**src/logic/memory_array.sv**
```systemverilog
`timescale 1ns/10ps

module memory_array #(
	parameter int  WORDS     = 256,
	parameter type word_type = logic [15:0]
) (
	input  logic                     clk,
	input  logic                     we,
	input  logic [$clog2(WORDS)-1:0] addr,
	input  word_type                 wdata,
	output word_type                 rdata
);

	// contents come from program load or stores, no reset
	word_type mem [WORDS];

	// asynchronous read for single cycle fetch and load
	assign rdata = mem[addr];

	always_ff @(posedge clk) begin
		if (we)
			mem[addr] <= wdata;
	end

	// index must land inside the array when WORDS is not a power of two
	write_in_range: assert property (@(posedge clk) we |-> addr < WORDS);

endmodule

```
**config.mk**
```make
export PLATFORM = sky130hd
export DESIGN_NAME = memory_array
export DESIGN_NICKNAME = d
export VERILOG_FILES = /design/src/logic/memory_array.sv
export SDC_FILE = /design/constraint.sdc
export NUM_CORES = 2
export LEC_CHECK = 0
export BUFFER_PORTS_ARGS = -buffer_cell sky130_fd_sc_hd__buf_2
export CORE_MARGIN = 2
export CORE_UTILIZATION = 30
export DETAILED_ROUTE_END_ITERATION = 16
export SLEW_MARGIN = 20
export SYNTH_ARGS = -nofsm -noshare
export SYNTH_HDL_FRONTEND = slang
export SYNTH_SLANG_ARGS = --single-unit
```
**constraint.sdc**
```tcl
create_clock -name clk -period 6.53 [get_ports clk]
set_input_delay 0.9795 -clock clk [delete_from_list [all_inputs] [get_ports clk]]
set_output_delay 0.9795 -clock clk [all_outputs]
set_load 0.005 [all_outputs]
```
After elaboration in Yosys (flattened, before gate mapping)

Memory sizes are Yosys's and may differ from the RTL's.
Index checks and enable logic that the tools add are counted.

Input port bits: 26
Register bits: 0
Memories kept: 1
Word-level logic and storage cells: 3
RAM bits: 4096

Multiplexer cells: 2

Memories:

| name | words | bits a word | read ports | clocked after Yosys merged registers in | write ports | line | text |
|---|---|---|---|---|---|---|---|
| mem  | 256   | 16          | 1          | 0                                       | 1           | 15   | `word_type mem [WORDS];` |

Operator list:

| cell    | number |
|---|---|
| $mux W1 | 2 |

Longest topological paths before layout

Word-level depth: 2
Depth in mapped cells: 10
Gate-level depth less buffers: 5

Least setup slack after synthesis

OpenSTA, ideal clock, no wires.

Kind: input to output
From: input addr[1]
To: output rdata[0] (netlist name)
Stages on the path: 9
Data arrival time: 2.955 ns
Path slack: 2.595 ns
Path through: clkbuf_1 -> buf_2 -> clkbuf_1 -> clkbuf_1 -> mux4_2 -> a22oi_1 -> a21oi_1 -> o41ai_1 -> nand4_1

RTL lines:

| what               | line | text |
|---|---|---|
| start: declaration | 9    | `input logic [$clog2(WORDS)-1:0] addr,` |
| end: declaration   | 11   | `output word_type rdata` |

==> impl_metrics.tcl <==
set metrics [dict create \
    synth_edf_count 4096 \
    drc_errors 0 \
    p_per_area_mw_per_mm2 304 \
    register_clock_pin_slew_on_the_reported_worst_setup_and_hold_paths_ps 60 \
    rsz0062_at_grt "no" \
    tritoncts_clock_tree "yes" \
    clock-root-buffer "clkbuf_16" \
    initial_utilization 0.301 \
    setup_tns_final_ps 0 \
    cts.sink_count 4096 \
    ys_ff_latch 4096 \
    achievable-frequency_mhz 158 \
    slowest_stage "o41ai_1" \
    drive_above_1_share 0.298 \
    max_cap_viol_count 0 \
    grt_antenna_before_repair 24 \
    synthTopCellsByArea "edfxtp_1 79%, mux4_2 15%, a22oi_1 2.5%" \
    synthTopCellsByCount "4096 x edfxtp_1, 1024 x mux4_2, 512 x a22oi_1" \
    timing.critical_path.fanout_max 49 \
    timing.hold.worst_endpoint "mem[216][15]$_DFFE_PP_" \
    number_of_hold_violations_in_the_final_report 0 \
    crit_path_end_kind "output pin" \
    worst-path-buf-inv 5 \
    cts.path.max_buffers 4 \
    yosysUniqueCellTypes 21 \
    max_slew.worst_pin.slew_ps 1180 \
    area_growth_synth_to_finish_pct 16.6 \
    dpl_worst_slack_ps 108 \
    grt_first_pass_wirelength_um 581000 \
    leakage_nw 54.8 \
    yosys.cell_count.top_type "edfxtp_1" \
    cpPeakStageDelay_ps 990 \
    synth_top_flop_cell "edfxtp_1" \
    finish.net_count 7301 \
    min_delay_path_depth 1 \
    gr-usage-all-layers 0.154 \
    hold_path.class "input port to register" \
    viasPerCell 5.20 \
    drt_pre_antenna_iters 5 \
    synth_largest_area_cell "edfxtp_1" \
    fin_crit_ps 6330 \
    place.detailed.hpwl_um 243000 \
    worstSetupPathType "input port to output pin" \
    io_buffers 41 \
    syn-mean-instance-area_um2 23.1 \
    largest_reg_flops 4096 \
    timing.slew.headroom 0.210 \
    fin_crit_sh 0.969 \
    timing.final.ws_setup_ps 201 \
    yosysTopAreaCellShare 0.793 \
    final_antenna_net_count 0 \
    ioPinCount 42 \
    cts_hold_repair.buffers 0 \
    synthesis.nets 6737 \
    postCtsSetupBuffers 0 \
    die_area_mm2 0.523 \
    irDropWorstVdd_uv 235 \
    finalSetupViolations 0 \
    gp_congestion 0.808 \
    h-tree-depth 5 \
    floorplan.die.height_um 723 \
    tritoncts.num_buffers 417 \
    status "completed" \
    start_point_of_the_worst_min_delay_path "wdata[15]" \
    pnr_total_power_w 0.0550 \
    die_width_um 723 \
    cpLargestDelayFamily "buffers and inverters" \
    ys_warn_count 0 \
    final_core_utilization 0.351 \
    routed_wire_length_per_instance_um 28.4 \
    registers.top_by_ff_count "mem" \
    gr-total-overflow 0 \
    synthArstFlopShare 0 \
    cp_cell_sequence "buf_12 -> buf_12 -> buf_4 -> mux4_2 -> a22oi_1 -> a21oi_1 -> o41ai_1 -> buf_4 -> nand4_1 -> buf_2" \
    grt_pass1_vias 75594 \
    finalHoldWorstSlack_ps 462 \
    cts.repair.resized 0 \
    detailedRoute.firstIterationViolations 10451 \
    total_standard_cell_area_after_synthesis_mm2 0.155 \
    cp-start-kind "input port" \
    core_region_area_mm2 0.516 \
    floorplan.rows 264 \
    layout_top_registers "mem x4096" \
    worst-path-stages 10 \
    report.final.slew_viol_count 0 \
    ys_seq_area_frac 0.793 \
    synthesis.instances 6711 \
    worst-endpoint-arrival_ps 5350 \
    overall_routed_net_length_um 413000 \
    critical_path_required_ps 5550 \
    vias 75635 \
    grt_start_max_net_pins 191 \
]
==> metrics by stage <==
stage,std cells,area (um2)
3_3_place_gp,13770,167000
5_1_grt,14540,181000
3_5_place_dp,13770,167000
2_1_floorplan,6711,155000
6_report,14551,181000
4_1_cts,14537,181000
==> kinds of logic (layout without fill, tap and decap cells) <==
kind of cell    Yosys count  count (layout)  synth area share
flops                  4096            4096             0.793
mux                    1024            1024             0.149
compound gates          832             832            0.0367
buf+inv                 421            1333            0.0124
simple gates            338             338           0.00909
other cells               0              12                 0
==> power breakdown <==
part / internal [W] / leakage (nW) / switching, W
clock network: 0.0134 / 6.57 / 0.0100
registers: 0.0290 / 36.8 / 0.0000123
logic: 0.000868 / 11.4 / 0.00169
==> worst max-delay path by stage <==
| stage | start | to | slack (ps) |
|---|---|---|---|
| 2_1_floorplan | addr[1] | rdata[0] | 2600 |
| 3_3_place_gp | addr[0] | rdata[9] | 40 |
| 3_5_place_dp | addr[0] | rdata[7] | 110 |
| 4_1_cts | addr[0] | rdata[7] | 130 |
| 5_1_grt | addr[0] | rdata[15] | 50 |
| 6_report | addr[0] | rdata[15] | 200 |
==> per-layer routing <==
| metal | global-route usage | share of wire |
|---|---|---|
| met1 | 0.214 | 0.40 |
| met2 | 0.249 | 0.48 |
| met3 | 0.0242 | 0.090 |
| met4 | 0.0451 | 0.031 |
| met5 | 0 | 0.000029 |
==> layout make-up <==
cell class / count / area, um2
timing repair buffer: 565 / 5070
tap: 6916 / 8650
inverter: 1 / 3.75
multi-input combinational: 2194 / 30700
clock buffer: 493 / 10800
antenna: 12 / 30.0
sequential: 4096 / 123000
fill: 47169 / 335000
clock inverter: 274 / 2650
==> placed cells by master (no fill, tap or decap), drive strengths merged, types with 41 or more instances in the layout <==
cell    synthesis  layout
clkinv          0     207
a22oi         512     512
buf           171     565
bufinv          0      41
o41ai          64      64
nor2          232     232
clkbuf        249     493
mux4         1024    1024
a21oi         256     256
edfxtp       4096    4096
Note: power is estimated with default switching activity, not from simulation.
