**src/logic/cpu_pkg.sv**
```systemverilog
package cpu_pkg;

	// basic data and address word
	typedef logic [15:0] word_t;

	// opcodes live in instruction bits 15:12
	// 1, 7 and 13 are reserved and run as no-ops
	typedef enum logic [3:0] {
		OP_ADD = 4'd0,
		OP_SUB = 4'd2,
		OP_XOR = 4'd3,
		OP_SLL = 4'd4,
		OP_SRA = 4'd5,
		OP_ROR = 4'd6,
		OP_LW  = 4'd8,
		OP_SW  = 4'd9,
		OP_LLB = 4'd10,
		OP_LHB = 4'd11,
		OP_B   = 4'd12,
		OP_PCS = 4'd14,
		OP_HLT = 4'd15
	} opcode_e;

	// branch condition codes, instruction bits 11:9
	typedef enum logic [2:0] {
		COND_NE     = 3'd0,
		COND_EQ     = 3'd1,
		COND_GT     = 3'd2,
		COND_LT     = 3'd3,
		COND_GE     = 3'd4,
		COND_LE     = 3'd5,
		COND_OV     = 3'd6,
		COND_ALWAYS = 3'd7
	} cond_e;

	// alu operations
	// ALU_ADDR is zero so an all-zero control word writes no flags
	typedef enum logic [2:0] {
		ALU_ADDR = 3'd0,
		ALU_ADD  = 3'd1,
		ALU_SUB  = 3'd2,
		ALU_XOR  = 3'd3,
		ALU_SLL  = 3'd4,
		ALU_SRA  = 3'd5,
		ALU_ROR  = 3'd6
	} alu_op_e;

	// register format, rt doubles as imm4
	typedef struct packed {
		opcode_e    opcode;
		logic [3:0] rd;
		logic [3:0] rs;
		logic [3:0] rt;
	} instr_t;

	// flag bit order is also the order of the flag write enables
	typedef struct packed {
		logic z;
		logic v;
		logic n;
	} flags_t;

	typedef struct packed {
		logic    reg_write;
		logic    mem_write;
		logic    mem_to_reg;
		logic    alu_src_imm;
		logic    alu_result;
		logic    load_low;
		logic    load_high;
		logic    pcs;
		logic    branch;
		logic    halt;
		alu_op_e alu_op;
	} ctrl_t;

	// one record per committed instruction
	typedef struct packed {
		logic       valid;
		word_t      pc;
		logic       halt;
		logic       reg_we;
		logic [3:0] dst;
		word_t      reg_data;
		logic       mem_we;
		word_t      mem_addr;
		word_t      mem_data;
	} retire_t;

	// branch condition overlays bits 11:9
	function automatic cond_e instr_cond(instr_t i);
		return cond_e'(i.rd[3:1]);
	endfunction

	// branch offset in halfwords, bits 8:0
	function automatic logic [8:0] instr_imm9(instr_t i);
		return {i.rd[0], i.rs, i.rt};
	endfunction

	// LLB/LHB byte, bits 7:0
	function automatic logic [7:0] instr_imm8(instr_t i);
		return {i.rs, i.rt};
	endfunction

endpackage

```
**src/logic/alu.sv**
```systemverilog
`timescale 1ns/10ps

module alu
	import cpu_pkg::*;
(
	input  word_t      a,
	input  word_t      b,
	input  alu_op_e    alu_op,
	output word_t      result,
	output flags_t     flags,
	output logic [2:0] flag_we
);

	word_t       sum;
	word_t       diff;
	logic        sum_ovf;
	logic        diff_ovf;
	logic [3:0]  sh;
	logic [31:0] rot;

	assign sum  = a + b;
	assign diff = a - b;

	// signed overflow when operand signs predict a different result sign
	assign sum_ovf  = (a[15] == b[15]) && (sum[15] != a[15]);
	assign diff_ovf = (a[15] != b[15]) && (diff[15] != a[15]);

	// shifts use only the low nibble
	assign sh  = b[3:0];
	assign rot = {a, a} >> sh;

	always_comb begin
		case (alu_op)
			// clamp to 7FFF or 8000 following the sign of a
			ALU_ADD: result = sum_ovf ? (a[15] ? 16'h8000 : 16'h7fff) : sum;
			ALU_SUB: result = diff_ovf ? (a[15] ? 16'h8000 : 16'h7fff) : diff;
			ALU_XOR: result = a ^ b;
			ALU_SLL: result = a << sh;
			ALU_SRA: result = word_t'($signed(a) >>> sh);
			ALU_ROR: result = rot[15:0];
			// LW/SW address, offset counts halfwords
			default: result = a + {b[14:0], 1'b0};
		endcase
	end

	assign flags.z = (result == '0);
	assign flags.v = (alu_op == ALU_ADD) ? sum_ovf : diff_ovf;
	assign flags.n = result[15];

	// enables follow the operation, address adds leave flags alone
	always_comb begin
		case (alu_op)
			ALU_ADD, ALU_SUB: flag_we = 3'b111;
			ALU_XOR, ALU_SLL, ALU_SRA, ALU_ROR: flag_we = 3'b100;
			default: flag_we = 3'b000;
		endcase
	end

endmodule

```
**config.mk**
```make
export PLATFORM = sky130hd
export DESIGN_NAME = alu
export DESIGN_NICKNAME = d
export VERILOG_FILES = /design/src/logic/cpu_pkg.sv /design/src/logic/alu.sv
export SDC_FILE = /design/constraint.sdc
export NUM_CORES = 1
export LEC_CHECK = 0
export BUFFER_PORTS_ARGS = -buffer_cell sky130_fd_sc_hd__buf_4
export CAP_MARGIN = 10
export CORE_MARGIN = 10
export CORE_UTILIZATION = 60
export DETAILED_ROUTE_END_ITERATION = 12
export GPL_TIMING_DRIVEN = 0
export MAX_ROUTING_LAYER = met4
export PLACE_DENSITY = 0.82
export SYNTH_ARGS = -nofsm -noshare
export SYNTH_HDL_FRONTEND = slang
export SYNTH_SLANG_ARGS = --single-unit
```
**constraint.sdc**
```tcl
create_clock -name vclk -period 22.4
set_input_delay 3.36 -clock vclk [all_inputs]
set_output_delay 3.36 -clock vclk [all_outputs]
set_load 0.05 [all_outputs]
```
======== After elaboration in Yosys (flattened, before gate mapping) ========
Cells that the tools add are included.
storage, ports and cells
  flip-flop bits (word level) ............. 0
  bits of input ports ..................... 35
  output and inout port bits .............. 22
operators by class
  add/subtract/negate cells ............... 3
  equality and inequality tests ........... 10
  shifts and indexed selects .............. 3
  multiplexer cells ....................... 6
  bitwise logic cells ..................... 1
  reduce and logical (&&, ||, !) cells .... 5
operators with widths
  kind                                                                   number
  16-bit one-hot mux with 6 select lines                                 1
  16-bit 2-to-1 mux                                                      3
  16-bit adder                                                           2
  32-bit by 4-bit >> shifter with 16-bit output                          1
  16-bit zero test                                                       1
  16-bit by 4-bit << shifter with 16-bit output                          1
  16-bit by 4-bit >>> shifter with 16-bit output                         1
  16-bit subtractor                                                      1
  16-bit XOR                                                             1
  3-bit equality test, second input constant                             3
  3-bit by 2-bit equality test with 1-bit output, second input constant  2
  3-bit one-hot mux with 2 select lines                                  1
  4-bit OR reduction                                                     1
  3-bit by 1-bit equality test with 1-bit output, second input constant  1
  1-bit inequality test                                                  3
  1-bit logical AND                                                      2
  2-bit OR reduction                                                     1
  1-bit equality test                                                    1
  1-bit 2-to-1 mux                                                       1

======== Logic depth before layout (Yosys ltp) ========
  depth after elaboration ................. 6
  mapped depth ............................ 25
  gate-level depth less buffers ........... 21

======== Least setup slack after synthesis ========
No wires, ideal clock.
  path type ............................... in2out
  from .................................... input port b[2]
  to ...................................... output port flags[2] (netlist bit)
  data arrival time ....................... 9550 ps
  slack ................................... 9490 ps
  stages .................................. 25
  path buffers ............................ 5
  cell sequence ........................... buf_4 buf_2 inv_1 clkbuf_1 ha_1 clkbuf_1 o2111a_1 o311ai_0 a32oi_1 a21o_1 a21oi_1 o21bai_1 a21oi_1 fa_1 and3b_1 nand2b_1 buf_2 or3_1 o31ai_1 nor2_1 o32ai_1 nand2_1 or4_1 nor4_1 nor4b_2
RTL lines
  what                RTL line   source
  start: declaration  alu.sv:7   input word_t b,
  end: declaration    alu.sv:10  output flags_t flags,

==> qor.yml <==
run_status:
  status: "completed"
worst_setup_path:
  required_ns: 19.04
  critPathMaxFanout: 10
  cp_num_buf_inv: 8
  slowest_stage: "or4_1"
  end_kind: "primary output"
  critPathKind: "primary input to primary output"
  crit_path_frequent_cell: "buf_4"
  critical-path-top-delay-family: "simple AND/OR/NAND/NOR gates"
  cp.arrival_ns: 10.31
  cp-start-kind: "primary input"
  crit_path_max_incr_delay_ns: 0.59
worst_hold_path:
  hp-class: "primary input to primary output"
global_routing:
  grt_max_degree: 14
  grt-ovfl-total: 0
  antenna_found_initial: 0
  grt_pass1_vias: 5826
  track_usage: 0.3069
  grt_pass1_wl_um: 31250
power:
  p_total_w: 0.0001848
  pwr-share-clk: 0
  internal_power_w: 0.00006546
  irDropWorstVdd_mv: 0.02229
  power_switching_share: 0.6458
  pwr-share-comb: 1.000
  p_seq_frac: 0
  cellLeakagePower_nw: 2.352
  power_density_nw_per_um2: 33.92
  p_sw_w: 0.0001193
floorplan:
  start_util: 0.6255
  die_x_um: 110.4
  die-height_um: 110.4
  fp-row-count: 32
  die_area_um2: 12200
  io_pins: 57
  fp.coreArea_um2: 7848
detailed_routing:
  drt-initial-drc-count: 1066
  via_per_inst: 7.372
  vias: 6281
  drc_errors: 0
  wl_um: 20110
  dr.pass1.iters: 6
  antenna_left: 0
  avgRoutedWirePerCell_um: 23.60
flow_run:
  cap_violations: 0
clock_network:
  cts_resized: 0
  post_cts_buffers: 0
  cts-hold-fix-buffers: 0
timing:
  finalCriticalPeriod_ns: 13.67
  setup_viol: 0
  worstMarginPinSlew_ns: 1.223
  fin_setup_tns_ns: 0
  drv_slew: 0
  finalHoldViolations: 0
  slew_headroom: 0.1784
  finalCritPeriodShare: 0.6104
  whs_ns: 7.387
  rsz0062_at_grt: "false"
  timing.fmax_ghz: 0.07313
finish:
  register_area_um2: 0
  final_cell_mix: "66 x nor2_1, 63 x nand2_1, 62 x buf_4, 54 x a21oi_1, 53 x o21ai_0"
  drive_above_1_share: 0.1707
  nets: 836
  nClkBuffers: 0
  final_common_cell: "nor2_1"
  area_growth_pct: 11.01
  seq_cell_count: 0
  diodes: 0
synth:
  synth_nets: 779
  ys_warn_count: 0
  synth.avg_cell_area_um2: 7.063
  syn_inst: 695
  syn-cell-area_um2: 4908
  synth_cell_types: 79
  seq_area_frac_synth: 0
place:
  gp_congestion: 1.133
  io_buffers: 55
  dp_hpwl_um: 16010
## Yosys cell counts, drive strengths merged (10+ instances only)
| library cell | count | area, um2 |
|---|---|---|
| inv | 39 | 146.4 |
| clkbuf | 20 | 76.32 |
| o21a | 12 | 90.09 |
| a21oi | 54 | 270.3 |
| nor3 | 21 | 105.1 |
| ha | 45 | 563.0 |
| a211oi | 14 | 117.6 |
| nand2b | 10 | 62.56 |
| o21ai | 59 | 299.0 |
| nor2 | 66 | 247.7 |
| xnor2 | 20 | 175.2 |
| mux2i | 42 | 420.4 |
| nor2b | 14 | 87.58 |
| nand3 | 14 | 70.07 |
| buf | 30 | 187.7 |
| mux4 | 17 | 390.4 |
| nand2 | 64 | 242.7 |
## power groups by stage
stage	clock (W)	sequential (W)	combinational, W
floorplan	0	0	0.000125
global placement	0	0	0.000174
detailed placement	0	0	0.000177
CTS	0	0	0.000178
global route	0	0	0.000194
finish	0	0	0.000185
## final timing paths
path | from | end | slack, ns | depth (start not counted)
min | a[0] | result[0] | 7.39 | 4
max | b[2] | flags[2] | 8.73 | 27
## cells by family after synthesis
family	Yosys count	share of synthesized area
buf+inv	90	0.08437
simple gates	231	0.2269
fa+ha+maj	50	0.1333
xor+xnor	28	0.04996
compound gates	229	0.3212
mux	67	0.1843
## area by class of cell
class	instances	area, um2
tap	102	127.6
buffer	50	264.0
timing repair buffer	55	412.9
multi-input combinational	605	4494
fill	692	2399
inverter	40	150.1
## per-layer routing
layer / global-route usage / up-vias / wire, um / part of all wire
met5: - / - / 0 / 0
met4: 0.1149 / 0 / 1094 / 0.054
met3: 0.06051 / 124 / 2913 / 0.14
met2: 0.4534 / 575 / 8369 / 0.42
met1: 0.4025 / 2867 / 7733 / 0.38
li1: - / 2715 / - / -
## through the flow
step | util | instances | setup WS (ns) | instance area, um2
final | 0.6944 | 852 | 8.727 | 5449
after floorplan | - | 695 | 9.490 | 4908
after CTS | 0.6944 | 852 | 9.038 | 5449
after detailed placement | 0.6944 | 852 | 9.101 | 5449
after global placement | 0.6944 | 852 | 9.086 | 5449
after global routing | 0.6944 | 852 | 8.441 | 5449
Power figures use the tool's default switching activity.
