## src/logic/cpu_pkg.sv

```systemverilog
package cpu_pkg;

	// basic data and address word
	typedef logic [15:0] word_t;

	// opcodes live in instruction bits 15:12
	// 1, 7 and 13 are reserved and run as no-ops
	typedef enum logic [3:0] {
		OP_ADD = 4'd0,
		OP_SUB = 4'd2,
		OP_XOR = 4'd3,
		OP_SLL = 4'd4,
		OP_SRA = 4'd5,
		OP_ROR = 4'd6,
		OP_LW  = 4'd8,
		OP_SW  = 4'd9,
		OP_LLB = 4'd10,
		OP_LHB = 4'd11,
		OP_B   = 4'd12,
		OP_PCS = 4'd14,
		OP_HLT = 4'd15
	} opcode_e;

	// branch condition codes, instruction bits 11:9
	typedef enum logic [2:0] {
		COND_NE     = 3'd0,
		COND_EQ     = 3'd1,
		COND_GT     = 3'd2,
		COND_LT     = 3'd3,
		COND_GE     = 3'd4,
		COND_LE     = 3'd5,
		COND_OV     = 3'd6,
		COND_ALWAYS = 3'd7
	} cond_e;

	// alu operations
	// ALU_ADDR is zero so an all-zero control word writes no flags
	typedef enum logic [2:0] {
		ALU_ADDR = 3'd0,
		ALU_ADD  = 3'd1,
		ALU_SUB  = 3'd2,
		ALU_XOR  = 3'd3,
		ALU_SLL  = 3'd4,
		ALU_SRA  = 3'd5,
		ALU_ROR  = 3'd6
	} alu_op_e;

	// register format, rt doubles as imm4
	typedef struct packed {
		opcode_e    opcode;
		logic [3:0] rd;
		logic [3:0] rs;
		logic [3:0] rt;
	} instr_t;

	// flag bit order is also the order of the flag write enables
	typedef struct packed {
		logic z;
		logic v;
		logic n;
	} flags_t;

	typedef struct packed {
		logic    reg_write;
		logic    mem_write;
		logic    mem_to_reg;
		logic    alu_src_imm;
		logic    alu_result;
		logic    load_low;
		logic    load_high;
		logic    pcs;
		logic    branch;
		logic    halt;
		alu_op_e alu_op;
	} ctrl_t;

	// one record per committed instruction
	typedef struct packed {
		logic       valid;
		word_t      pc;
		logic       halt;
		logic       reg_we;
		logic [3:0] dst;
		word_t      reg_data;
		logic       mem_we;
		word_t      mem_addr;
		word_t      mem_data;
	} retire_t;

	// branch condition overlays bits 11:9
	function automatic cond_e instr_cond(instr_t i);
		return cond_e'(i.rd[3:1]);
	endfunction

	// branch offset in halfwords, bits 8:0
	function automatic logic [8:0] instr_imm9(instr_t i);
		return {i.rd[0], i.rs, i.rt};
	endfunction

	// LLB/LHB byte, bits 7:0
	function automatic logic [7:0] instr_imm8(instr_t i);
		return {i.rs, i.rt};
	endfunction

endpackage

```

## src/logic/register_file.sv

```systemverilog
`timescale 1ns/10ps

module register_file
	import cpu_pkg::*;
(
	input  logic       clk,
	input  logic       arst_n,
	input  logic [3:0] rs,
	input  logic [3:0] rt,
	input  logic [3:0] rd,
	input  logic       we,
	input  word_t      wdata,
	output word_t      rs_data,
	output word_t      rt_data,
	output word_t      rd_data
);

	// r0 has no storage at all
	word_t regs [1:15];

	// reads are combinational, r0 reads zero
	assign rs_data = (rs == '0) ? '0 : regs[rs];
	assign rt_data = (rt == '0) ? '0 : regs[rt];
	// rd port is for the LLB/LHB merge and store data
	assign rd_data = (rd == '0) ? '0 : regs[rd];

	always_ff @(posedge clk or negedge arst_n) begin
		if (!arst_n) begin
			for (int i = 1; i < 16; i++)
				regs[i] <= '0;
		end else if (we && rd != '0) begin
			regs[rd] <= wdata;
		end
	end

	// the top already strips r0 destinations from the write enable
	no_r0_write: assert property (@(posedge clk) disable iff (!arst_n) we |-> rd != '0);

endmodule

```

## config.mk

```make
export PLATFORM = sky130hd
export DESIGN_NAME = register_file
export DESIGN_NICKNAME = d
export VERILOG_FILES = /design/src/logic/cpu_pkg.sv /design/src/logic/register_file.sv
export SDC_FILE = /design/constraint.sdc
export NUM_CORES = 1
export LEC_CHECK = 0
export ABC_AREA = 0
export BUFFER_PORTS_ARGS = -buffer_cell sky130_fd_sc_hd__buf_4
export CAP_MARGIN = 0
export CORE_MARGIN = 2
export CORE_UTILIZATION = 45
export DETAILED_ROUTE_END_ITERATION = 8
export PLACE_DENSITY_LB_ADDON = 0.3
export SYNTH_ARGS = -nofsm -noshare
export SYNTH_HDL_FRONTEND = slang
export SYNTH_SLANG_ARGS = --single-unit
```

## constraint.sdc

```tcl
create_clock -name clk -period 4.32 [get_ports clk]
set_input_delay 0.648 -clock clk [delete_from_list [all_inputs] [get_ports clk]]
set_output_delay 0.648 -clock clk [all_outputs]
set_load 0.1 [all_outputs]
```

After elaboration in Yosys (flattened, before gate mapping) --
Index checks and enable logic that the tools add are counted.
Word-level totals: output and inout port bits 48, input bits 31, flip-flop bits (word level) 240
Cells by class: magnitude comparators 4, bitwise logic cells 3, reductions and logical operators 6, mux-type cells 15
Operator list (count):
- $bwmux W240 | 1
- $bmux W16 S4 | 3
- $mux W16 | 10
- $demux W16 S4 | 1
- $ge A5 B5 Y1 const B | 3
- $not A4 Y5 | 3
- $logic_not A4 Y1 | 3
- $lt A5 B1 Y1 const B | 1
- $reduce_bool A4 Y1 | 1
- $logic_and A1 B1 Y1 | 2

Depth between registers and ports, before layout --
depth after elaboration 6, depth in mapped cells 7, gate-level depth less buffers 4

Worst setup path after synthesis --
No wires, ideal clock.
path type in2out, start in rt[1], end out rt_data[14], required time 3.672 ns, stages 6, arrival time 3.094 ns, path slack 0.578 ns, cell sequence buf_2 -> buf_1 -> mux2i_1 -> o22ai_1 -> a2111oi_0 -> a21oi_1
On the way: cells in the longest elaborated chain, start to end 5, elaborated cells between the ends (all ways) 6, classes of those cells mux (4); bitwise (1); reduce/logical (1)
RTL lines:
- start: declaration | line register_file.sv:9 | input logic [3:0] rt,
- $not A4 Y5 (implied by the code) | line register_file.sv:23 | assign rt_data = (rt == '0) ? '0 : regs[rt];
- $bmux W16 S4 | line register_file.sv:23
- $mux W16 (implied by the code) (2 in series) | line register_file.sv:23
- $mux W16 * | line register_file.sv:23
- end: declaration | line register_file.sv:14 | output word_t rt_data,
Every way passes the cells marked *; elsewhere a longest branch is shown, timed or not. The select of a mux whose other input is x is not followed.

Final worst setup path --
start in rs[2], end out rs_data[10]
On the way: cells in the longest elaborated chain, start to end 5, elaborated cells between the ends (all ways) 6, classes of those cells mux (4); bitwise (1); reduce/logical (1)
RTL lines:
- start: declaration | line register_file.sv:8 | input logic [3:0] rs,
- $not A4 Y5 (implied by the code) | line register_file.sv:22 | assign rs_data = (rs == '0) ? '0 : regs[rs];
- $bmux W16 S4 | line register_file.sv:22
- $mux W16 (implied by the code) (2 in series) | line register_file.sv:22
- $mux W16 * | line register_file.sv:22
- end: declaration | line register_file.sv:13 | output word_t rs_data,
Marks and branches as above.

==> results.yml <==
status:
  status: "finished clean"
power:
  ir_drop_mv: 0.350
  p_comb_frac: 0.329
  seqPwrFrac: 0.390
  p_int_uw: 5500
  p_leak_uw: 0.00703
  switching_share: 0.353
  powerDensity_nw_per_um2: 509
  power_frac_clock: 0.281
  power_uw: 8500
  netSwitchingPower_uw: 3000
critical_path:
  reg2regPathDepth: 1
  critical-path-slowest-cell: "a2111oi_0"
  r2r-start: "regs[126]$_DFFE_PN0P_"
  cp_max_fo: 22
  path_buf_inv: 3
  r2r_slack_ps: 3470
  cp_common_cell: "buf_4"
  cp.depth: 7
  critPathCapture: "rs_data[10]"
  crit_path_max_incr_delay_ps: 450
  cp.arrival_ps: 2810
  path_class: "primary input to primary output"
  cp-end-kind: "primary output"
  startpoint: "rs[2]"
  path_cells: "buf_4 -> nand2b_1 -> buf_4 -> o22ai_1 -> a2111oi_0 -> a21oi_1 -> buf_4"
  startpoint_type: "primary input"
  required_ps: 3670
  r2r_end: "regs[126]$_DFFE_PN0P_"
  crit_family: "buffers and inverters"
logic_synthesis:
  synthCells: 1046
  ys_warn_count: 0
  synth_top_area_frac: 0.408
  postSynthNetCount: 1077
  yosysTopAreaCell: "dfrtp_1"
  syn_avg_cell_area_um2: 14.1
  seq_area_frac_synth: 0.408
  synth-edff-count: 0
  ys_types: 33
  synth_most_common_cell: "dfrtp_1"
  syn-cell-area_um2: 14700
  synth.area.top_cells: "dfrtp_1, mux4_2, mux2_2"
  ys_ff_latch: 240
  async_reset_ff_frac: 1.00
  synth_common_cells: "dfrtp_1, mux2_2, mux2i_1, mux4_2, mux2_1"
  synthFlopType: "dfrtp_1"
drt:
  wl_per_cell_um: 28.2
  drt-vias-per-instance: 6.47
  drcViolationCount: 0
  firstDrtPassIters: 5
  detail-route-antenna-nets: 0
  wl_um: 43900
  dr_total_vias: 10100
  initialDrtViolationCount: 930
clocking:
  clkTransAtPathRegs_ps: 60
  cts_setup_buffers: 0
  root_buffer: "clkbuf_16"
  hold_buffers: 0
  cts_tree: "yes"
  cts-resized-gates: 0
  numCtsBuffers: 27
  clkSinkCount: 240
  cts.path.max_buffers: 3
  cts_max_level: 1
  clk_latency_ps: 530
global_routing:
  grt_max_degree: 91
  grtUsageTotal: 0.262
  grt_pass1_vias: 10300
  overflow: 0
  grt_antenna_before_repair: 3
  met1_usage: 0.360
  grt_pass1_wl_um: 66600
  gr-usage-met2: 0.416
  top_usage_layer: "met2"
  use_met3: 0.0460
die:
  fp.dieH_um: 185
  start_util: 0.454
  num_rows: 66
  core_um2: 32400
  die_x_um: 185
  die-area_um2: 34200
  ioPinCount: 79
final_layout:
  top_register: "regs"
  area_growth_pct: 13.4
  largest_register_ffs: 240
  reg_top3: "regs (240)"
  final_util: 0.516
  layout.nets: 1130
  drive_gt1_frac: 0.425
timing:
  fin_crit_ps: 3460
  fin_crit_sh: 0.801
  relSlewSlack: 0.358
  slew_violations: 0
  fin_worst_skew_ps: 0
  layout_setup_ws_ps: 861
  max_freq_mhz: 289
  worst_slew_pin_slew_ps: 963
  setup_violations: 0
  hold_viol_final: 0
  tns_ps: 0
  holdWs_ps: 125
  rsz0062_at_grt: "false"
placement:
  hpwlAfterDp_um: 28800
  post-place-ws_ps: 885
  io_buffers: 78
  gp_congestion: 0.850
flow_run:
  maxCapViolCount: 0
min_path:
  worst_hold_path_type: "primary input to async pin"
==> layout by cell type, fill, tap and decap left out, drive strengths merged <==
cell,Yosys,final
a2111oi,30,30
a211o,2,2
a21oi,38,38
a221o,3,3
a221oi,2,2
a22o,13,13
a32oi,2,2
and3b,2,2
buf,67,126
bufinv,0,4
clkbuf,35,42
dfrtp,240,240
diode,0,1
inv,2,2
mux2,258,258
mux2i,127,127
mux4,125,125
nand2,4,4
nand2b,10,10
nand3,1,1
nand3b,2,2
nor2,41,41
nor2b,6,6
nor3b,1,1
o21ai,2,2
o22ai,30,30
or3,3,3
==> final cells by class <==
type,count,area (µm²)
Fill cell,2752,15700
Clock inverter,4,120
Antenna cell,1,2.50
Multi-Input combinational cell,702,8200
Timing Repair Buffer,126,1020
Sequential cell,240,6010
Inverter,2,7.51
Tap cell,442,553
Clock buffer,42,782
==> power by group through the flow <==
| stage | registers [µW] | logic [µW] | clock network (µW) |
|---|---|---|---|
| 2_1_floorplan | 3140 | 2280 | 0 |
| 3_3_place_gp | 3300 | 2760 | 0 |
| 3_5_place_dp | 3320 | 2790 | 0 |
| 4_1_cts | 3290 | 2800 | 2430 |
| 5_1_grt | 3380 | 2950 | 2510 |
| 6_report | 3310 | 2800 | 2390 |
==> through the flow <==
stage                     area (µm²)  instances
after CTS                      16700       1558
after floorplan                14700       1046
after detailed placement       15800       1512
final                          16700       1559
after global placement         15800       1512
after global routing           16700       1558
==> cell families (layout without fill, tap and decap cells) <==
logic type | count (synthesis) | count (layout) | share of synthesized area
buf+inv | 104 | 174 | 0.0356
mux | 510 | 510 | 0.475
compound gates | 122 | 122 | 0.0576
other cells | 0 | 1 | 0
simple gates | 70 | 70 | 0.0233
flops | 240 | 240 | 0.408
==> per-layer routing <==
| metal | vias to the layer above | part of all wire |
|---|---|---|
| li1 | 4244 | - |
| met1 | 5353 | 0.42 |
| met2 | 376 | 0.48 |
| met3 | 107 | 0.064 |
| met4 | 4 | 0.037 |
| met5 | - | 0.00052 |
==> worst min path at each step <==
stage | startpoint | end | slack [ps] | depth (start not counted)
after detailed placement | regs[116]$_DFFE_PN0P_ | regs[116]$_DFFE_PN0P_ | 530 | 1
after floorplan | arst_n | regs[0]$_DFFE_PN0P_ | 350 | 0
after global routing | arst_n | regs[52]$_DFFE_PN0P_ | 180 | 1
after global placement | regs[55]$_DFFE_PN0P_ | regs[55]$_DFFE_PN0P_ | 510 | 1
after CTS | arst_n | regs[52]$_DFFE_PN0P_ | 150 | 1
final | arst_n | regs[52]$_DFFE_PN0P_ | 130 | 1
Note: power is estimated with default switching activity, not from simulation.
