### src/logic/cpu_pkg.sv
package cpu_pkg;

	// basic data and address word
	typedef logic [15:0] word_t;

	// opcodes live in instruction bits 15:12
	// 1, 7 and 13 are reserved and run as no-ops
	typedef enum logic [3:0] {
		OP_ADD = 4'd0,
		OP_SUB = 4'd2,
		OP_XOR = 4'd3,
		OP_SLL = 4'd4,
		OP_SRA = 4'd5,
		OP_ROR = 4'd6,
		OP_LW  = 4'd8,
		OP_SW  = 4'd9,
		OP_LLB = 4'd10,
		OP_LHB = 4'd11,
		OP_B   = 4'd12,
		OP_PCS = 4'd14,
		OP_HLT = 4'd15
	} opcode_e;

	// branch condition codes, instruction bits 11:9
	typedef enum logic [2:0] {
		COND_NE     = 3'd0,
		COND_EQ     = 3'd1,
		COND_GT     = 3'd2,
		COND_LT     = 3'd3,
		COND_GE     = 3'd4,
		COND_LE     = 3'd5,
		COND_OV     = 3'd6,
		COND_ALWAYS = 3'd7
	} cond_e;

	// alu operations
	// ALU_ADDR is zero so an all-zero control word writes no flags
	typedef enum logic [2:0] {
		ALU_ADDR = 3'd0,
		ALU_ADD  = 3'd1,
		ALU_SUB  = 3'd2,
		ALU_XOR  = 3'd3,
		ALU_SLL  = 3'd4,
		ALU_SRA  = 3'd5,
		ALU_ROR  = 3'd6
	} alu_op_e;

	// register format, rt doubles as imm4
	typedef struct packed {
		opcode_e    opcode;
		logic [3:0] rd;
		logic [3:0] rs;
		logic [3:0] rt;
	} instr_t;

	// flag bit order is also the order of the flag write enables
	typedef struct packed {
		logic z;
		logic v;
		logic n;
	} flags_t;

	typedef struct packed {
		logic    reg_write;
		logic    mem_write;
		logic    mem_to_reg;
		logic    alu_src_imm;
		logic    alu_result;
		logic    load_low;
		logic    load_high;
		logic    pcs;
		logic    branch;
		logic    halt;
		alu_op_e alu_op;
	} ctrl_t;

	// one record per committed instruction
	typedef struct packed {
		logic       valid;
		word_t      pc;
		logic       halt;
		logic       reg_we;
		logic [3:0] dst;
		word_t      reg_data;
		logic       mem_we;
		word_t      mem_addr;
		word_t      mem_data;
	} retire_t;

	// branch condition overlays bits 11:9
	function automatic cond_e instr_cond(instr_t i);
		return cond_e'(i.rd[3:1]);
	endfunction

	// branch offset in halfwords, bits 8:0
	function automatic logic [8:0] instr_imm9(instr_t i);
		return {i.rd[0], i.rs, i.rt};
	endfunction

	// LLB/LHB byte, bits 7:0
	function automatic logic [7:0] instr_imm8(instr_t i);
		return {i.rs, i.rt};
	endfunction

endpackage

### src/logic/control_unit.sv
`timescale 1ns/10ps

module control_unit
	import cpu_pkg::*;
(
	input  opcode_e opcode,
	output ctrl_t   ctrl
);

	always_comb begin
		// reserved opcodes fall through with everything off
		ctrl = '0;
		case (opcode)
			OP_ADD, OP_SUB, OP_XOR: begin
				ctrl.reg_write  = 1'b1;
				ctrl.alu_result = 1'b1;
				ctrl.alu_op     = (opcode == OP_ADD) ? ALU_ADD :
				                  (opcode == OP_SUB) ? ALU_SUB : ALU_XOR;
			end
			// shift amount comes from imm4
			OP_SLL, OP_SRA, OP_ROR: begin
				ctrl.reg_write   = 1'b1;
				ctrl.alu_result  = 1'b1;
				ctrl.alu_src_imm = 1'b1;
				ctrl.alu_op      = (opcode == OP_SLL) ? ALU_SLL :
				                   (opcode == OP_SRA) ? ALU_SRA : ALU_ROR;
			end
			OP_LW: begin
				ctrl.reg_write   = 1'b1;
				ctrl.mem_to_reg  = 1'b1;
				ctrl.alu_src_imm = 1'b1;
				ctrl.alu_op      = ALU_ADDR;
			end
			OP_SW: begin
				ctrl.mem_write   = 1'b1;
				ctrl.alu_src_imm = 1'b1;
				ctrl.alu_op      = ALU_ADDR;
			end
			OP_LLB: begin
				ctrl.reg_write = 1'b1;
				ctrl.load_low  = 1'b1;
			end
			OP_LHB: begin
				ctrl.reg_write = 1'b1;
				ctrl.load_high = 1'b1;
			end
			OP_B:   ctrl.branch = 1'b1;
			OP_PCS: begin
				ctrl.reg_write = 1'b1;
				ctrl.pcs       = 1'b1;
			end
			OP_HLT: ctrl.halt = 1'b1;
			default: ctrl = '0;
		endcase
	end

endmodule

### config.mk
export PLATFORM = sky130hd
export DESIGN_NAME = control_unit
export DESIGN_NICKNAME = d
export VERILOG_FILES = /design/src/logic/cpu_pkg.sv /design/src/logic/control_unit.sv
export SDC_FILE = /design/constraint.sdc
export NUM_CORES = 1
export LEC_CHECK = 0
export ABC_AREA = 1
export CORE_AREA = 2 2 39 41
export DETAILED_ROUTE_END_ITERATION = 10
export DIE_AREA = 0 0 41 43
export DONT_BUFFER_PORTS = 1
export PLACE_DENSITY_LB_ADDON = 0.05
export SYNTH_ARGS = -nofsm -noshare
export SYNTH_HDL_FRONTEND = slang
export SYNTH_SLANG_ARGS = --single-unit
### constraint.sdc
create_clock -name vclk -period 0.8
set_input_delay 0.16 -clock vclk [all_inputs]
set_output_delay 0.16 -clock vclk [all_outputs]
set_load 0.01 [all_outputs]
Yosys cells after proc, flatten, opt, wreduce, memory -nomap -nowiden:

Index checks and enable logic that the tools add are counted.

* register bits after elaboration: 0
* bits in latches: 0
* RAM bits: 0
* bits in read-only memories: 0
* output and inout port bits: 13
* logic and storage cells: 33
* memories kept: 0

* add/sub/neg operators: 0
* $mul: 0
* divide/modulo/power cells: 0
* $lt $le $gt $ge: 0
* equal/unequal tests: 12
* shift operators: 0
* multiplexer cells: 15
* bitwise operators: 0
* reduce and logical (&&, ||, !) cells: 6

Operator list (count)
* equality test 4 bit (second input constant): 7
* equality test 4 x 3 -> 1 bit (second input constant): 3
* two-way mux 1 bit: 11
* OR reduction 10 bit: 1
* equality test 4 x 2 -> 1 bit (second input constant): 2
* two-way mux 2 bit: 3
* one-hot mux 3 bit (2 select lines): 1
* OR reduction 3 bit: 2
* OR reduction 6 bit: 1
* OR reduction 5 bit: 1
* logical NOT 4 bit: 1

Longest topological paths before layout:

Gate-level depths: netlist (run 1).

* depth in word-level cells: 4
* depth in mapped cells: 6

Worst setup path after synthesis (run 1):

OpenSTA, ideal clock, no wires.

* kind: input-to-output
* start: in opcode[0]
* end: out ctrl[12] in the netlist's numbering
* arrival time: 0.614 ns
* slack: 0.026 ns
* stages: 5
* path buffers: 0
* cell sequence: inv_1 > nand2_1 > nor2_2 > nor2_1 > nand2_1

RTL lines
* start: declaration: RTL line control_unit.sv:6 `input opcode_e opcode,`
* end: declaration: RTL line control_unit.sv:7 `output ctrl_t ctrl`

==> results.py, run 1 <==
metrics = {
    "global_route": {
        "grt_pass1_wl_um": 814,
        "grt_pass1_vias": 179,
        "grt_use_total_pct": 5.994,
        "antenna_found_initial": 0,
        "grt-ovfl-total": 0,
        "grt_max_degree": 7,
    },
    "timing": {
        "rsz0062_at_grt": "true",
        "slew_headroom_pct": 84.18,
        "tightest_slew_ns": 0.2364,
        "fin_crit_sh_pct": 92.99,
        "max_freq_ghz": 1.344,
        "fin_setup_tns_ns": 0,
        "hold_violations": 0,
        "slew_violations": 0,
        "final-setup-viol-count": 0,
        "fin_crit_ns": 0.7439,
    },
    "finish": {
        "finalNetCount": 44,
        "post-route-util_pct": 16.64,
        "antenna_cells": 0,
        "final_layout_size_suffix_gt1_share_pct": 50.00,
        "ff_latch_area_sq_um": 0,
        "nClkBuffers": 0,
        "flops_and_latches": 0,
        "area.growth.synth_to_final_pct": 75.24,
    },
    "setup_path": {
        "cp-end-kind": "output pin",
        "crit_slowest_cell": "buf_4",
        "crit_start": "opcode[0]",
        "required_ns": 0.64,
        "crit_type": "input pin to output pin",
        "path_cells": "nand2_1 > nand3_2 > buf_4 > inv_1",
        "cp_max_fo": 4,
        "critical_path_arrival_ns": 0.58,
        "cp-start-kind": "input pin",
        "cpPeakStageDelay_ns": 0.14,
    },
    "logic_synthesis": {
        "synthCells": 32,
        "synth_top_area_share_pct": 28.57,
        "synth_warnings": 0,
        "syn_area_sq_um": 131.4,
        "syn_area_per_cell_sq_um": 4.106,
        "syn_nets": 36,
        "synthTopCellsByArea": "nand2_1 29%, nor2_1 29%, inv_1 17%",
        "synth_cell_types": 7,
        "yosysTopAreaCell": "nand2_1",
        "yosys-top-cells-count": "10 x nand2_1, 10 x nor2_1, 6 x inv_1",
        "ys_seq_area_share_pct": 0,
    },
    "drt": {
        "vias": 209,
        "drt_wl_total_um": 568,
        "drtPass1Iterations": 4,
        "drcViolationCount": 0,
        "detail-route-antenna-nets": 0,
        "wire_per_inst_um": 10.52,
        "drtIter0Drc": 7,
        "viasPerCell": 3.870,
    },
    "floorplan": {
        "dieWidth_um": 41,
        "initial_utilization_pct": 9.494,
        "die_height_um": 43,
        "rows": 14,
        "ios": 17,
        "core-area_sq_um": 1384,
        "dieArea_sq_um": 1763,
    },
    "clock_network": {
        "cts_hold_buf": 0,
        "postCtsSetupBuffers": 0,
    },
    "outcome": {
        "status": "finished, final reports clean",
    },
    "power": {
        "vdd_ir_drop_max_uv": 110.1,
        "power.leakage_nw": 0.1197,
        "power.density_nw_per_um2": 510.6,
    },
    "placed_design": {
        "gp_congestion": 0.7172,
        "port_buffers": 0,
        "dp_hpwl_um": 495.2,
    },
    "hold_path": {
        "min_path_type": "input pin to output pin",
        "hp-start": "opcode[0]",
    },
    "job": {
        "drv_cap": 0,
    },
}
## cells in the final DEF (no fill, tap or decap), drive strengths merged
| cell | count |
|---|---|
| buf | 6 |
| o21ai | 1 |
| nand2 | 10 |
| nand3 | 3 |
| a211oi | 1 |
| nor2 | 11 |
| inv | 6 |
## logic make-up after synthesis
logic type / synth area share, %
AOI/OAI and AO/OA: 9.522
and+or+nand+nor: 73.34
buffers and inverters: 17.14
## power by group
| part | internal (mW) | leakage [nW] | switching [mW] | total (mW) |
|---|---|---|---|---|
| registers | 0 | 0 | 0 | 0 |
| clock network | 0 | 0 | 0 | 0 |
| logic | 0.0465 | 0.120 | 0.0710 | 0.118 |
| total | 0.0465 | 0.120 | 0.0710 | 0.118 |
## final timing paths
| path | end | slack (ns) | depth (start not counted) |
|---|---|---|---|
| min | ctrl[11] | 0.46 | 2 |
| max | ctrl[2] | 0.06 | 4 |
## repair_timing
item	CTS	global route
pin swaps	0	2
resized for setup	1	13
endpoints found under the setup margin	1	4
## per-layer routing
metal  track usage (%)  routed length [um]  vias up
met4                 0                   0        0
met2             8.750                 244       12
met5                 0                   0        -
met1             9.494                 251       87
li1                  -                   -      110
met3             1.047                  72        0
## metrics by stage
stage | area [sq um] | worst slack (ns) | instances | hold WS [ns] | total power, mW
after CTS | 196.4 | 0.01085 | 54 | 0.4738 | 0.1028
after floorplan | 131.4 | 0.02592 | 32 | 0.3703 | 0.06523
after global routing | 230.2 | -0.01335 | 54 | 0.4809 | 0.1332
after detailed placement | 196.4 | -0.01822 | 54 | 0.4751 | 0.1022
final | 230.2 | 0.05611 | 54 | 0.4605 | 0.1175
after global placement | 196.4 | -0.0009921 | 54 | 0.4728 | 0.1042
## worst max-delay path, delay by kind of cell
| family | cells | cell delay, ns |
|---|---|---|
| buffers and inverters | 2 | 0.22 |
| AND/OR/NAND/NOR | 2 | 0.20 |
## area by class of cell
cell class	count	area, sq um
fill	170	1154
inverter	6	22.52
multi-input combinational	26	142.6
tap	16	20.02
timing repair buffer	6	45.04
(Power assumes the default switching activity.)
==> inputs of run 2 (changes only) <==
SETUP_SLACK_MARGIN = 0.5   (was unset)
clock period = 0.9 ns   (was 0.8 ns; I/O delays follow)
==> run 2 against run 1 <==
  * Non-clock buffer count is 4 lower
  * Clock-buffer cell count is the same
  * Sequential cell count is the same
  * Core utilization is 9.6 points higher
  * Wire length is 3.3% higher
  * Global-route usage increased by 1.4 points
  * Critical path depth increased by 2
  * First-iteration DRC count decreased by 71%
  * Via count shrank 1.9%
  * Cell count is 7.4% lower
  * Sequential share of layout area unchanged
  * Setup slack better by 0.12 ns
==> results.py, run 2 (synthesis results as in run 1) <==
metrics = {
    "finish": {
        "fillers": 156,
        "ff_latch_area_sq_um": 0,
        "antenna_cells": 0,
        "final_layout_size_suffix_gt1_share_pct": 85.29,
        "area.growth.synth_to_final_pct": 176.2,
        "finalNetCount": 40,
        "final_common_cell": "nor2_4",
        "flops_and_latches": 0,
        "final_cell_mix": "7 x nor2_4, 4 x nand2_4, 3 x inv_4, 3 x nand2_2",
        "post-route-util_pct": 26.22,
        "nClkBuffers": 0,
    },
    "hold_path": {
        "hp-start": "opcode[3]",
        "whs_endpoint": "ctrl[1]",
        "min_path_cells": 1,
        "min_path_type": "input pin to output pin",
    },
    "floorplan": {
        "rows": 14,
        "dieWidth_um": 41,
        "ios": 17,
        "dieArea_sq_um": 1763,
        "die_height_um": 43,
        "initial_utilization_pct": 9.494,
        "core-area_sq_um": 1384,
    },
    "power": {
        "power.density_nw_per_um2": 397.3,
        "power.leakage_nw": 0.1311,
        "vdd_ir_drop_max_uv": 114.2,
        "p_total_mw": 0.1442,
    },
    "setup_path": {
        "cp-start-kind": "input pin",
        "required_ns": 0.72,
        "cp-end-kind": "output pin",
        "crit_type": "input pin to output pin",
        "crit_top_cell": "nand2_4",
        "critical_path_arrival_ns": 0.55,
        "cp_max_fo": 5,
        "crit_slowest_cell": "nand2_4",
        "cpPeakStageDelay_ns": 0.07,
        "path_cells": "inv_4 > nand2_4 > nand2_4 > nand2_4 > inv_2 > nand2_2",
    },
    "placed_design": {
        "port_buffers": 0,
        "place_ws_ns": 0.1400,
        "dp_hpwl_um": 506.7,
        "gp_congestion": 0.6669,
    },
    "global_route": {
        "grt_use_total_pct": 7.393,
        "grt-ovfl-total": 0,
        "grt_max_degree": 7,
        "grt_pass1_wl_um": 952,
        "antenna_found_initial": 0,
        "grt_pass1_vias": 206,
    },
    "outcome": {
        "status": "finished, final reports clean",
    },
    "timing": {
        "hold_violations": 0,
        "max_freq_ghz": 1.376,
        "setup_slack_ns": 0.1734,
        "final-setup-viol-count": 0,
        "fin_setup_tns_ns": 0,
        "fin_crit_sh_pct": 80.73,
        "whs_ns": 0.3976,
        "fin_crit_ns": 0.7266,
        "slew_violations": 0,
        "tightest_slew_ns": 0.2690,
        "slew_headroom_pct": 82.04,
        "rsz0062_at_grt": "true",
    },
    "drt": {
        "viasPerCell": 4.100,
        "drtIter0Drc": 2,
        "drt_wl_total_um": 587,
        "drcViolationCount": 0,
        "detail-route-antenna-nets": 0,
        "vias": 205,
        "wire_per_inst_um": 11.74,
        "drtPass1Iterations": 2,
    },
    "job": {
        "drv_cap": 0,
    },
}
## run 2: report_power, final
| part | total, mW | internal [mW] | switching (mW) |
|---|---|---|---|
| clock | 0 | 0 | 0 |
| sequential | 0 | 0 | 0 |
| combinational | 0.144 | 0.0593 | 0.0848 |
## run 2: per-stage QoR
| step | cell area [sq um] | std cells |
|---|---|---|
| 2_1_floorplan | 242.7 | 32 |
| 3_3_place_gp | 262.8 | 48 |
| 3_5_place_dp | 262.8 | 48 |
| 4_1_cts | 292.8 | 49 |
| 5_1_grt | 362.8 | 50 |
| 6_report | 362.8 | 50 |
## run 2: layer usage
layer	track usage, %	vias up	routed length (um)
met5	0	-	0
li1	-	104	-
met1	8.861	95	208
met4	0	0	0
met2	12.81	6	340
met3	2.618	0	39
## run 2: layout make-up
cell class | instances | area (sq um) | share of cell area [%]
inverter | 6 | 72.57 | 20.00
multi-input combinational | 26 | 255.2 | 70.34
tap | 16 | 20.02 | 5.517
timing repair buffer | 2 | 15.01 | 4.138
## run 2: repair_timing
| item | CTS | global route |
|---|---|---|
| pin swaps | 7 | 8 |
| endpoints found under the setup margin | 13 | 13 |
| setup buffers | 1 | 1 |
| hold buffers | 0 | 0 |
| gates resized for setup | 6 | 15 |
## run 2: worst max path at each step
stage	startpoint	end	slack, ns	depth (start not counted)
6_report	opcode[1]	ctrl[12]	0.17	6
5_1_grt	opcode[1]	ctrl[12]	0.14	6
4_1_cts	opcode[3]	ctrl[12]	0.17	5
3_5_place_dp	opcode[2]	ctrl[12]	0.14	5
3_3_place_gp	opcode[0]	ctrl[12]	0.14	5
2_1_floorplan	opcode[0]	ctrl[12]	0.19	5
## run 2: critical path: cells and delay by family
family,cells,cell delay (ns)
buf+inv,2,0.10
simple gates,4,0.26
